<file path="config.mk">
export PLATFORM = sky130hd
export DESIGN_NAME = atop_mem_top
export DESIGN_NICKNAME = d
export VERILOG_FILES = /design/src/design/axi_sub_pkg.sv /design/src/design/atop_mem_top.sv /design/src/design/axi_atop_filter.sv /design/src/design/mem_array.sv /design/src/design/mem_read_ctrl.sv /design/src/design/mem_write_ctrl.sv
export SDC_FILE = /design/constraint.sdc
export NUM_CORES = 2
export LEC_CHECK = 0
export BUFFER_PORTS_ARGS = -buffer_cell sky130_fd_sc_hd__buf_2
export CORE_AREA = 5 5 511 766
export CTS_CLUSTER_DIAMETER = 80
export DETAILED_ROUTE_END_ITERATION = 12
export DIE_AREA = 0 0 516 771
export HOLD_SLACK_MARGIN = 0.15
export PLACE_DENSITY_LB_ADDON = 0.1
export SETUP_SLACK_MARGIN = 0.05
export SKIP_LAST_GASP = 1
export SYNTH_ARGS = -nofsm -noshare
export SYNTH_HDL_FRONTEND = slang
export SYNTH_SLANG_ARGS = --single-unit
</file>
<file path="constraint.sdc">
create_clock -name clk_i -period 2.8 [get_ports clk_i]
set_input_delay 0.56 -clock clk_i [delete_from_list [all_inputs] [get_ports clk_i]]
set_output_delay 0.56 -clock clk_i [all_outputs]
set_load 0.01 [all_outputs]
</file>
<file path="src/design/axi_sub_pkg.sv">
// AXI widths, channel and bundle structs, atop and response codes, memory sizing
`default_nettype none

package axi_sub_pkg;

  // Fixed AXI widths
  localparam int unsigned IdWidth   = 4;
  localparam int unsigned AddrWidth = 8;
  localparam int unsigned DataWidth = 32;

  // Outstanding downstream write bursts allowed by the filter
  localparam int unsigned MaxWriteTxns = 2;

  // Memory depth in words
  localparam int unsigned MemWords     = 64;
  localparam int unsigned WordIdxWidth = $clog2(MemWords);
  // Byte offset bits inside one data word
  localparam int unsigned ByteOffWidth = $clog2(DataWidth / 8);

  // Field types
  typedef logic [IdWidth-1:0]       id_t;
  typedef logic [AddrWidth-1:0]     addr_t;
  typedef logic [DataWidth-1:0]     data_t;
  typedef logic [DataWidth/8-1:0]   strb_t;
  typedef logic [7:0]               len_t;
  typedef logic [5:0]               atop_t;
  typedef logic [1:0]               burst_t;
  typedef logic [1:0]               resp_t;
  typedef logic [WordIdxWidth-1:0]  idx_t;

  // Codes for atop[5:4]
  localparam logic [1:0] AtopNone        = 2'b00;
  localparam logic [1:0] AtopAtomicStore = 2'b01;

  // Response codes
  localparam resp_t RespOkay   = 2'b00;
  localparam resp_t RespSlvErr = 2'b10;

  // Write address channel
  typedef struct packed {
    id_t    id;
    addr_t  addr;
    len_t   len;
    burst_t burst;
    atop_t  atop;
  } aw_chan_t;

  // Write data channel
  typedef struct packed {
    data_t data;
    strb_t strb;
    logic  last;
  } w_chan_t;

  // Write response channel
  typedef struct packed {
    id_t   id;
    resp_t resp;
  } b_chan_t;

  // Read address channel
  typedef struct packed {
    id_t    id;
    addr_t  addr;
    len_t   len;
    burst_t burst;
  } ar_chan_t;

  // Read data channel
  typedef struct packed {
    id_t   id;
    data_t data;
    resp_t resp;
    logic  last;
  } r_chan_t;

  // Master to slave bundle
  typedef struct packed {
    aw_chan_t aw;
    logic     aw_valid;
    w_chan_t  w;
    logic     w_valid;
    logic     b_ready;
    ar_chan_t ar;
    logic     ar_valid;
    logic     r_ready;
  } axi_req_t;

  // Slave to master bundle
  typedef struct packed {
    logic    aw_ready;
    logic    w_ready;
    b_chan_t b;
    logic    b_valid;
    logic    ar_ready;
    r_chan_t r;
    logic    r_valid;
  } axi_resp_t;

  // Array write port
  typedef struct packed {
    logic  we;
    idx_t  idx;
    data_t data;
  } mem_wr_t;

endpackage

`default_nettype wire

</file>
<file path="src/design/atop_mem_top.sv">
// Top level with the ATOP filter in front of the write and read engines and the array
`timescale 1ns/1ps
`default_nettype none

module atop_mem_top (
  input  logic                   clk_i,
  input  logic                   rst_ni,
  input  axi_sub_pkg::axi_req_t  slv_req_i,
  output axi_sub_pkg::axi_resp_t slv_resp_o
);
  import axi_sub_pkg::*;

  // Filtered bus toward memory
  axi_req_t  mem_req;
  axi_resp_t mem_resp;
  // Array ports
  mem_wr_t   mem_wr;
  idx_t      rd_idx;
  data_t     rd_data;

  axi_atop_filter u_filter (
    .clk_i      (clk_i),
    .rst_ni     (rst_ni),
    .slv_req_i  (slv_req_i),
    .slv_resp_o (slv_resp_o),
    .mst_req_o  (mem_req),
    .mst_resp_i (mem_resp)
  );

  // AW, W and B side
  mem_write_ctrl u_write (
    .clk_i      (clk_i),
    .rst_ni     (rst_ni),
    .aw_i       (mem_req.aw),
    .aw_valid_i (mem_req.aw_valid),
    .aw_ready_o (mem_resp.aw_ready),
    .w_i        (mem_req.w),
    .w_valid_i  (mem_req.w_valid),
    .w_ready_o  (mem_resp.w_ready),
    .b_o        (mem_resp.b),
    .b_valid_o  (mem_resp.b_valid),
    .b_ready_i  (mem_req.b_ready),
    .wr_o       (mem_wr)
  );

  // AR and R side
  mem_read_ctrl u_read (
    .clk_i      (clk_i),
    .rst_ni     (rst_ni),
    .ar_i       (mem_req.ar),
    .ar_valid_i (mem_req.ar_valid),
    .ar_ready_o (mem_resp.ar_ready),
    .r_o        (mem_resp.r),
    .r_valid_o  (mem_resp.r_valid),
    .r_ready_i  (mem_req.r_ready),
    .rd_idx_o   (rd_idx),
    .rd_data_i  (rd_data)
  );

  mem_array u_array (
    .clk_i     (clk_i),
    .rst_ni    (rst_ni),
    .wr_i      (mem_wr),
    .rd_idx_i  (rd_idx),
    .rd_data_o (rd_data)
  );

endmodule

`default_nettype wire

</file>
<file path="src/design/axi_atop_filter.sv">
// AXI ATOP filter that absorbs atomic bursts and injects SLVERR B and R responses
`timescale 1ns/1ps
`default_nettype none

module axi_atop_filter (
  input  logic                   clk_i,
  input  logic                   rst_ni,
  // Upstream port
  input  axi_sub_pkg::axi_req_t  slv_req_i,
  output axi_sub_pkg::axi_resp_t slv_resp_o,
  // Downstream port toward memory
  output axi_sub_pkg::axi_req_t  mst_req_o,
  input  axi_sub_pkg::axi_resp_t mst_resp_i
);
  import axi_sub_pkg::*;

  typedef logic [$clog2(MaxWriteTxns+1)-1:0] cnt_t;

  typedef enum logic [2:0] {
    WFeedthrough,
    WBlockAw,
    WAbsorbW,
    WInjectB,
    WWaitR
  } w_state_t;

  typedef enum logic {
    RFeedthrough,
    RInjectR
  } r_state_t;

  w_state_t w_state_d, w_state_q;
  r_state_t r_state_d, r_state_q;
  // Downstream bursts with AW accepted but W not complete
  cnt_t     w_cnt_d, w_cnt_q;
  // Id of the atomic burst being answered
  id_t      id_d, id_q;
  // Injected R beat number
  len_t     r_beat_d, r_beat_q;

  // One-entry R command register
  logic cmd_valid_q;
  len_t cmd_len_q;
  logic cmd_push, cmd_pop;

  logic aw_is_atop, aw_needs_r;

  // Only the top two atop bits tell the kind
  assign aw_is_atop = slv_req_i.aw.atop[5:4] != AtopNone;
  assign aw_needs_r = slv_req_i.aw.atop[5:4] != AtopAtomicStore;

  always_comb begin
    // Write side defaults block AW and W and pass B through
    mst_req_o.aw        = slv_req_i.aw;
    mst_req_o.aw.atop   = '0;
    mst_req_o.aw_valid  = 1'b0;
    mst_req_o.w         = slv_req_i.w;
    mst_req_o.w_valid   = 1'b0;
    mst_req_o.b_ready   = slv_req_i.b_ready;
    slv_resp_o.aw_ready = 1'b0;
    slv_resp_o.w_ready  = 1'b0;
    slv_resp_o.b        = mst_resp_i.b;
    slv_resp_o.b_valid  = mst_resp_i.b_valid;
    id_d                = id_q;
    cmd_push            = 1'b0;
    w_state_d           = w_state_q;

    unique case (w_state_q)
      WFeedthrough: begin
        // AW passes while below the outstanding limit
        if (w_cnt_q < cnt_t'(MaxWriteTxns)) begin
          mst_req_o.aw_valid  = slv_req_i.aw_valid;
          slv_resp_o.aw_ready = mst_resp_i.aw_ready;
        end
        // W passes only behind an accepted AW
        if (w_cnt_q != '0) begin
          mst_req_o.w_valid  = slv_req_i.w_valid;
          slv_resp_o.w_ready = mst_resp_i.w_ready;
        end
        // Atomic AW is taken here and never reaches memory
        if (slv_req_i.aw_valid && aw_is_atop) begin
          mst_req_o.aw_valid  = 1'b0;
          slv_resp_o.aw_ready = 1'b1;
          id_d                = slv_req_i.aw.id;
          // Atomic store gets a B only
          if (aw_needs_r) begin
            cmd_push = 1'b1;
          end
          if (w_cnt_q != '0) begin
            // Earlier W bursts drain first
            w_state_d = WBlockAw;
          end else begin
            mst_req_o.w_valid  = 1'b0;
            slv_resp_o.w_ready = 1'b1;
            if (slv_req_i.w_valid && slv_req_i.w.last) begin
              w_state_d = WInjectB;
            end else begin
              w_state_d = WAbsorbW;
            end
          end
        end
      end

      WBlockAw: begin
        if (w_cnt_q != '0) begin
          // Let pending downstream bursts finish
          mst_req_o.w_valid  = slv_req_i.w_valid;
          slv_resp_o.w_ready = mst_resp_i.w_ready;
        end else begin
          // Next W burst belongs to the atomic AW
          slv_resp_o.w_ready = 1'b1;
          if (slv_req_i.w_valid && slv_req_i.w.last) begin
            w_state_d = WInjectB;
          end else begin
            w_state_d = WAbsorbW;
          end
        end
      end

      WAbsorbW: begin
        // Drop the atomic W beats
        slv_resp_o.w_ready = 1'b1;
        if (slv_req_i.w_valid && slv_req_i.w.last) begin
          w_state_d = WInjectB;
        end
      end

      WInjectB: begin
        // Hold off memory B and answer with SLVERR
        mst_req_o.b_ready  = 1'b0;
        slv_resp_o.b.id    = id_q;
        slv_resp_o.b.resp  = RespSlvErr;
        slv_resp_o.b_valid = 1'b1;
        if (slv_req_i.b_ready) begin
          // Error beats may still be owed
          if (cmd_valid_q) begin
            w_state_d = WWaitR;
          end else begin
            w_state_d = WFeedthrough;
          end
        end
      end

      WWaitR: begin
        // R injection still running
        if (!cmd_valid_q) begin
          w_state_d = WFeedthrough;
        end
      end

      default: w_state_d = WFeedthrough;
    endcase

    // Read side defaults pass AR and R through
    mst_req_o.ar        = slv_req_i.ar;
    mst_req_o.ar_valid  = slv_req_i.ar_valid;
    mst_req_o.r_ready   = slv_req_i.r_ready;
    slv_resp_o.ar_ready = mst_resp_i.ar_ready;
    slv_resp_o.r        = mst_resp_i.r;
    slv_resp_o.r_valid  = mst_resp_i.r_valid;
    cmd_pop             = 1'b0;
    r_beat_d            = r_beat_q;
    r_state_d           = r_state_q;

    unique case (r_state_q)
      RFeedthrough: begin
        // Injection starts the cycle after the atomic AW
        if (cmd_push) begin
          r_beat_d  = '0;
          r_state_d = RInjectR;
        end
      end

      RInjectR: begin
        // Memory R waits while error beats go out
        mst_req_o.r_ready  = 1'b0;
        slv_resp_o.r.id    = id_q;
        slv_resp_o.r.data  = '0;
        slv_resp_o.r.resp  = RespSlvErr;
        slv_resp_o.r.last  = r_beat_q == cmd_len_q;
        slv_resp_o.r_valid = 1'b1;
        if (slv_req_i.r_ready) begin
          if (slv_resp_o.r.last) begin
            cmd_pop   = 1'b1;
            r_state_d = RFeedthrough;
          end else begin
            r_beat_d = r_beat_q + 1'b1;
          end
        end
      end

      default: r_state_d = RFeedthrough;
    endcase

    // Count AW handshakes up and last W handshakes down
    w_cnt_d = w_cnt_q;
    if (mst_req_o.aw_valid && mst_resp_i.aw_ready) begin
      w_cnt_d = w_cnt_d + 1'b1;
    end
    if (mst_req_o.w_valid && mst_resp_i.w_ready && mst_req_o.w.last) begin
      w_cnt_d = w_cnt_d - 1'b1;
    end
  end

  always_ff @(posedge clk_i, negedge rst_ni) begin
    if (!rst_ni) begin
      w_state_q   <= WFeedthrough;
      r_state_q   <= RFeedthrough;
      w_cnt_q     <= '0;
      r_beat_q    <= '0;
      cmd_valid_q <= 1'b0;
    end else begin
      w_state_q <= w_state_d;
      r_state_q <= r_state_d;
      w_cnt_q   <= w_cnt_d;
      r_beat_q  <= r_beat_d;
      if (cmd_push) begin
        cmd_valid_q <= 1'b1;
      end else if (cmd_pop) begin
        cmd_valid_q <= 1'b0;
      end
    end
  end

  // Atomic id and len
  always_ff @(posedge clk_i) begin
    id_q <= id_d;
    if (cmd_push) begin
      cmd_len_q <= slv_req_i.aw.len;
    end
  end

  // Memory never sees an atomic AW
  a_no_atop_down: assert property (@(posedge clk_i) disable iff (!rst_ni)
    mst_req_o.aw_valid |-> slv_req_i.aw.atop[5:4] == AtopNone)
    else $error("atomic AW forwarded to the memory port");

  // Injected B holds until taken
  a_inj_b_hold: assert property (@(posedge clk_i) disable iff (!rst_ni)
    (w_state_q == WInjectB && !slv_req_i.b_ready) |=>
      (slv_resp_o.b_valid && slv_resp_o.b.resp == RespSlvErr && $stable(slv_resp_o.b)))
    else $error("injected B dropped before b_ready");

endmodule

`default_nettype wire

</file>
<file path="src/design/mem_array.sv">
// Word array with one clocked write port and one combinational read port
`timescale 1ns/1ps
`default_nettype none

module mem_array (
  input  logic                 clk_i,
  input  logic                 rst_ni,
  input  axi_sub_pkg::mem_wr_t wr_i,
  input  axi_sub_pkg::idx_t    rd_idx_i,
  output axi_sub_pkg::data_t   rd_data_o
);
  import axi_sub_pkg::*;

  data_t mem_q [MemWords];

  // Cleared on reset so reads of unwritten words give zero
  always_ff @(posedge clk_i, negedge rst_ni) begin
    if (!rst_ni) begin
      for (int i = 0; i < MemWords; i++) begin
        mem_q[i] <= '0;
      end
    end else if (wr_i.we) begin
      mem_q[wr_i.idx] <= wr_i.data;
    end
  end

  // Same-cycle write is seen on the next cycle
  assign rd_data_o = mem_q[rd_idx_i];

endmodule

`default_nettype wire

</file>
<file path="src/design/mem_read_ctrl.sv">
// Memory read engine returning R beats from the array for each AR burst
`timescale 1ns/1ps
`default_nettype none

module mem_read_ctrl (
  input  logic                  clk_i,
  input  logic                  rst_ni,
  // AR channel
  input  axi_sub_pkg::ar_chan_t ar_i,
  input  logic                  ar_valid_i,
  output logic                  ar_ready_o,
  // R channel
  output axi_sub_pkg::r_chan_t  r_o,
  output logic                  r_valid_o,
  input  logic                  r_ready_i,
  // Array read port
  output axi_sub_pkg::idx_t     rd_idx_o,
  input  axi_sub_pkg::data_t    rd_data_i
);
  import axi_sub_pkg::*;

  typedef enum logic {
    RdIdle,
    RdData
  } rd_state_t;

  rd_state_t state_d, state_q;
  id_t       id_q;
  idx_t      idx_q;
  // Beats left after the current one
  len_t      beats_q;
  logic      ar_hs, r_hs;

  assign ar_ready_o = state_q == RdIdle;
  assign r_valid_o  = state_q == RdData;

  assign ar_hs = ar_valid_i && ar_ready_o;
  assign r_hs  = r_valid_o && r_ready_i;

  // Beat data comes straight from the array
  assign rd_idx_o = idx_q;
  assign r_o.id   = id_q;
  assign r_o.data = rd_data_i;
  assign r_o.resp = RespOkay;
  assign r_o.last = beats_q == '0;

  always_comb begin
    state_d = state_q;
    unique case (state_q)
      RdIdle: if (ar_hs) state_d = RdData;
      RdData: if (r_hs && r_o.last) state_d = RdIdle;
      default: state_d = RdIdle;
    endcase
  end

  always_ff @(posedge clk_i, negedge rst_ni) begin
    if (!rst_ni) begin
      state_q <= RdIdle;
    end else begin
      state_q <= state_d;
    end
  end

  // Burst context; one word per accepted beat
  always_ff @(posedge clk_i) begin
    if (ar_hs) begin
      id_q    <= ar_i.id;
      idx_q   <= ar_i.addr[ByteOffWidth +: WordIdxWidth];
      beats_q <= ar_i.len;
    end else if (r_hs && !r_o.last) begin
      idx_q   <= idx_q + 1'b1;
      beats_q <= beats_q - 1'b1;
    end
  end

  // Stalled beat keeps valid and payload
  a_r_stable: assert property (@(posedge clk_i) disable iff (!rst_ni)
    (r_valid_o && !r_ready_i) |=> (r_valid_o && $stable(r_o)))
    else $error("R beat changed before r_ready");

endmodule

`default_nettype wire

</file>
<file path="src/design/mem_write_ctrl.sv">
// Memory write engine taking AW and W bursts into the array and returning B
`timescale 1ns/1ps
`default_nettype none

module mem_write_ctrl (
  input  logic                  clk_i,
  input  logic                  rst_ni,
  // AW channel
  input  axi_sub_pkg::aw_chan_t aw_i,
  input  logic                  aw_valid_i,
  output logic                  aw_ready_o,
  // W channel
  input  axi_sub_pkg::w_chan_t  w_i,
  input  logic                  w_valid_i,
  output logic                  w_ready_o,
  // B channel
  output axi_sub_pkg::b_chan_t  b_o,
  output logic                  b_valid_o,
  input  logic                  b_ready_i,
  // Array write port
  output axi_sub_pkg::mem_wr_t  wr_o
);
  import axi_sub_pkg::*;

  typedef enum logic [1:0] {
    WrIdle,
    WrData,
    WrResp
  } wr_state_t;

  wr_state_t state_d, state_q;
  id_t       id_q;
  // Word that takes the next W beat
  idx_t      idx_q;
  logic      aw_hs, w_hs, b_hs;

  assign aw_ready_o = state_q == WrIdle;
  assign w_ready_o  = state_q == WrData;
  assign b_valid_o  = state_q == WrResp;

  assign aw_hs = aw_valid_i && aw_ready_o;
  assign w_hs  = w_valid_i && w_ready_o;
  assign b_hs  = b_valid_o && b_ready_i;

  // Every accepted beat lands in the array that cycle
  assign wr_o.we   = w_hs;
  assign wr_o.idx  = idx_q;
  assign wr_o.data = w_i.data;

  assign b_o.id   = id_q;
  assign b_o.resp = RespOkay;

  always_comb begin
    state_d = state_q;
    unique case (state_q)
      WrIdle: if (aw_hs) state_d = WrData;
      WrData: if (w_hs && w_i.last) state_d = WrResp;
      WrResp: if (b_hs) state_d = WrIdle;
      default: state_d = WrIdle;
    endcase
  end

  always_ff @(posedge clk_i, negedge rst_ni) begin
    if (!rst_ni) begin
      state_q <= WrIdle;
    end else begin
      state_q <= state_d;
    end
  end

  // Burst id and running word index
  always_ff @(posedge clk_i) begin
    if (aw_hs) begin
      id_q  <= aw_i.id;
      idx_q <= aw_i.addr[ByteOffWidth +: WordIdxWidth];
    end else if (w_hs) begin
      idx_q <= idx_q + 1'b1;
    end
  end

  // Filter forwards W only behind an AW this engine holds open
  a_w_in_burst: assert property (@(posedge clk_i) disable iff (!rst_ni)
    w_valid_i |-> state_q == WrData)
    else $error("W beat presented with no open burst");

endmodule

`default_nettype wire

</file>
==> metrics.cfg <==
[status]
outcome=complete, but fails checks
violations=setup timing

[power_and_ir_drop]
leakage_uw=0.05627
ir_worst_vdd_v=0.0005268
pwr_density_cell_mw_per_mm2=689.7
p_total_uw=82150

[hold_path]
hold_path_class=in -> async

[timing]
post-route-min-period_ns=4.108
fin_crit_sh=1.467
slew_headroom=0.3408
worst_pin_slew_ns=0.9888
drv_slew=0
setup_viol=39
fin_ws_ns=-1.308
max_freq_ghz=0.2434
skew_ns=0.05803
rsz0062_at_grt=true
final-hold-violation-count=0

[cells_and_area]
stdcell_count=12049
drive_above_1_share=0.5693
syn_to_final_growth_pct=24.65
final_nets=6900

[floorplan]
die_area_mm2=0.3978
die_height_um=771
die_w_um=516
rows=279
initial_core_util=0.2491
core_area_mm2=0.3836
io_pins=144

[detailed_routing]
drt_iter0_markers=3108
dr.pass1.iters=7
wirelength_um=360700
drc_errors=0
ant_nets=0
vias_per_cell=4.794
num_vias=57766
wl_per_cell_um=29.93

[setup_path]
crit_path_max_fanout=13
arrival_ns=3.55
worstPathCellList=buf_4, buf_12, buf_16, buf_16, buf_4, mux4_2, mux2i_1, buf_4, a211oi_2, a22o_1, buf_2
critPathKind=reg -> out
max_stage_delay_ns=0.42
cp_common_cell=buf_4
cp-end-kind=output port
required_ns=2.24
worst_setup_path_start_kind=register
startpoint=u_read.rd_idx_o[0]
slowest_stage=a211oi_2
r2r-start=u_filter.w_state_q[1]

[cts]
clkSlewWorstSetupHoldPaths_ns=0.07
clock_sinks=2106
cts_tree=built
clock_latency_ns=0.92
htree_num_levels=4
cts_buffers=229
clock_path_buffers=4
clk_root_buffer_cell=clkbuf_16

[synth]
synthTopCellsByCount=dfrtp_1 (2066), mux2_2 (2037), mux4_2 (436)
ys_types=57
synth_top_area_cell=dfrtp_1
ys_seq_area_frac=0.5536
ys_async_sr_fraction=0.9810
ys_warn_count=0
yosys_register_bits=2106
ys.flop_type=dfrtp_1
syn_inst=6224
synthTopCellsByArea=dfrtp_1 (54%), mux2_2 (24%), mux4_2 (10%)
synth_area_mm2=0.09556
synth_enable_flop_cells=40
syn_avg_cell_area_um2=15.35
synth_most_common_cell=dfrtp_1
yosys.area.top_type_share=0.5410

[grt]
grtUsageMet3=0.02688
grt_max_degree=117
grt_busiest_layer=met2
antenna_found_initial=24
grt.overflow.total=0
use_met2=0.3137
grtUsageMet1=0.2231
grt_pass1_wl_um=504600
grt.total_usage=0.1777
grt_pass1_vias=62991

[placed_design]
placedCellCount=11480
gp_congestion=0.7429
port_buffers=125
hpwl_um=227400

[run]
max_cap_violations=0

worst paths after layout:
| kind | end | slack [ns] | cells after the start |
|---|---|---|---|
| max | slv_resp_o[15] | -1.31 | 11 |
| min | u_array.mem_q[1056] | 0.23 | 2 |
| max reg2reg | u_array.mem_q[253] | 0.12 | 10 |
| min reg2reg | u_array.mem_q[963] | 0.48 | 1 |
| max in group asynchronous | u_array.mem_q[1712] | 1.37 | 4 |
| min in group clk_i | u_array.mem_q[1550] | 0.29 | 3 |
report_power, final:
group / internal, uW / total, uW / switching, uW
registers: 33000 / 34300 / 1330
clock network: 17600 / 30800 / 13200
logic: 8190 / 17100 / 8870
state kept, by name (all words and copies together) (netlist names), 3 cells and up:
register,count
u_write.idx_q,6
u_filter.r_beat_q,8
u_array.mem_q,2048
u_read.beats_q,8
u_read.id_q,4
u_filter.cmd_len_q,8
u_filter.id_q,4
u_filter.w_state_q,3
u_write.id_q,4
u_read.rd_idx_o,6
placed cells by master, fill, tap and decap left out, types with 17 or more instances in the layout:
cell,n
a211oi_1,33
a21oi_1,43
a221oi_1,25
a22oi_1,17
buf_12,222
buf_16,32
buf_2,112
buf_4,495
buf_6,41
clkbuf_1,59
clkbuf_16,239
clkbuf_8,55
clkinv_2,35
dfrtp_1,2064
dlygate4sd3_1,50
edfxtp_1,40
mux2_1,17
mux2_2,2036
mux2i_1,239
mux4_2,436
nand2_1,106
nand2_2,43
nor2_1,21
nor2_4,31
o21ai_0,44
o22ai_1,75
o22ai_2,22
xnor2_1,18
per-layer routing:
metal / vias up / wire [um]
li1: 24336 / -
met1: 31893 / 150200
met2: 1034 / 183400
met3: 493 / 14150
met4: 10 / 12830
met5: - / 67
critical path, delay by kind of cell, from the launching register on:
family	cells	cell delay (ns)
DFF	1	0.40
AOI/OAI and AO/OA	2	0.67
muxes	2	0.38
buffers and inverters	7	1.14
logic make-up (layout without fill, tap and decap cells):
logic type	count (synthesis)	after routing	synth area share
other	1	18	0.00003924
DFF	2106	2106	0.5536
AOI/OAI and AO/OA	410	410	0.02920
buffers and inverters	642	1392	0.02841
muxes	2750	2750	0.3720
adders and majority gates	5	5	0.0006547
xor gates and xnor gates	24	24	0.002200
and+or+nand+nor	286	286	0.01385
through the flow:
stage / setup WS (ns) / TNS, ns / instance area (um^2) / hold WS, ns / util
6_report: -1.308 / -40.02 / 119100 / 0.2262 / 0.3105
2_1_floorplan: 0.09132 / 0 / 95570 / 0.2644 / -
5_1_grt: -1.442 / -45.79 / 119100 / 0.2159 / 0.3104
3_5_place_dp: -1.100 / -22.57 / 108200 / 0.4725 / 0.2821
3_3_place_gp: -1.152 / -23.17 / 108200 / 0.4636 / 0.2821
4_1_cts: -1.436 / -45.25 / 118300 / 0.1702 / 0.3084
area by class of cell:
type	instances	area, um^2
Multi-Input combinational cell	3477	41330
Clock buffer	345	6759
Antenna cell	16	40.04
Inverter	14	60.06
Timing Repair Buffer	973	11030
Clock inverter	60	654.4
Sequential cell	2106	52910
Fill cell	37721	264500
Tap cell	5058	6329
timing repair:
item	in CTS	in global routing
cloned	18	9
endpoints found under the hold margin	715	0
buffers inserted	50	26
pin swaps	51	21
setup endpoints to repair	53	318
hold buffers	50	0
resized for setup	268	76
(Power assumes the default switching activity.)
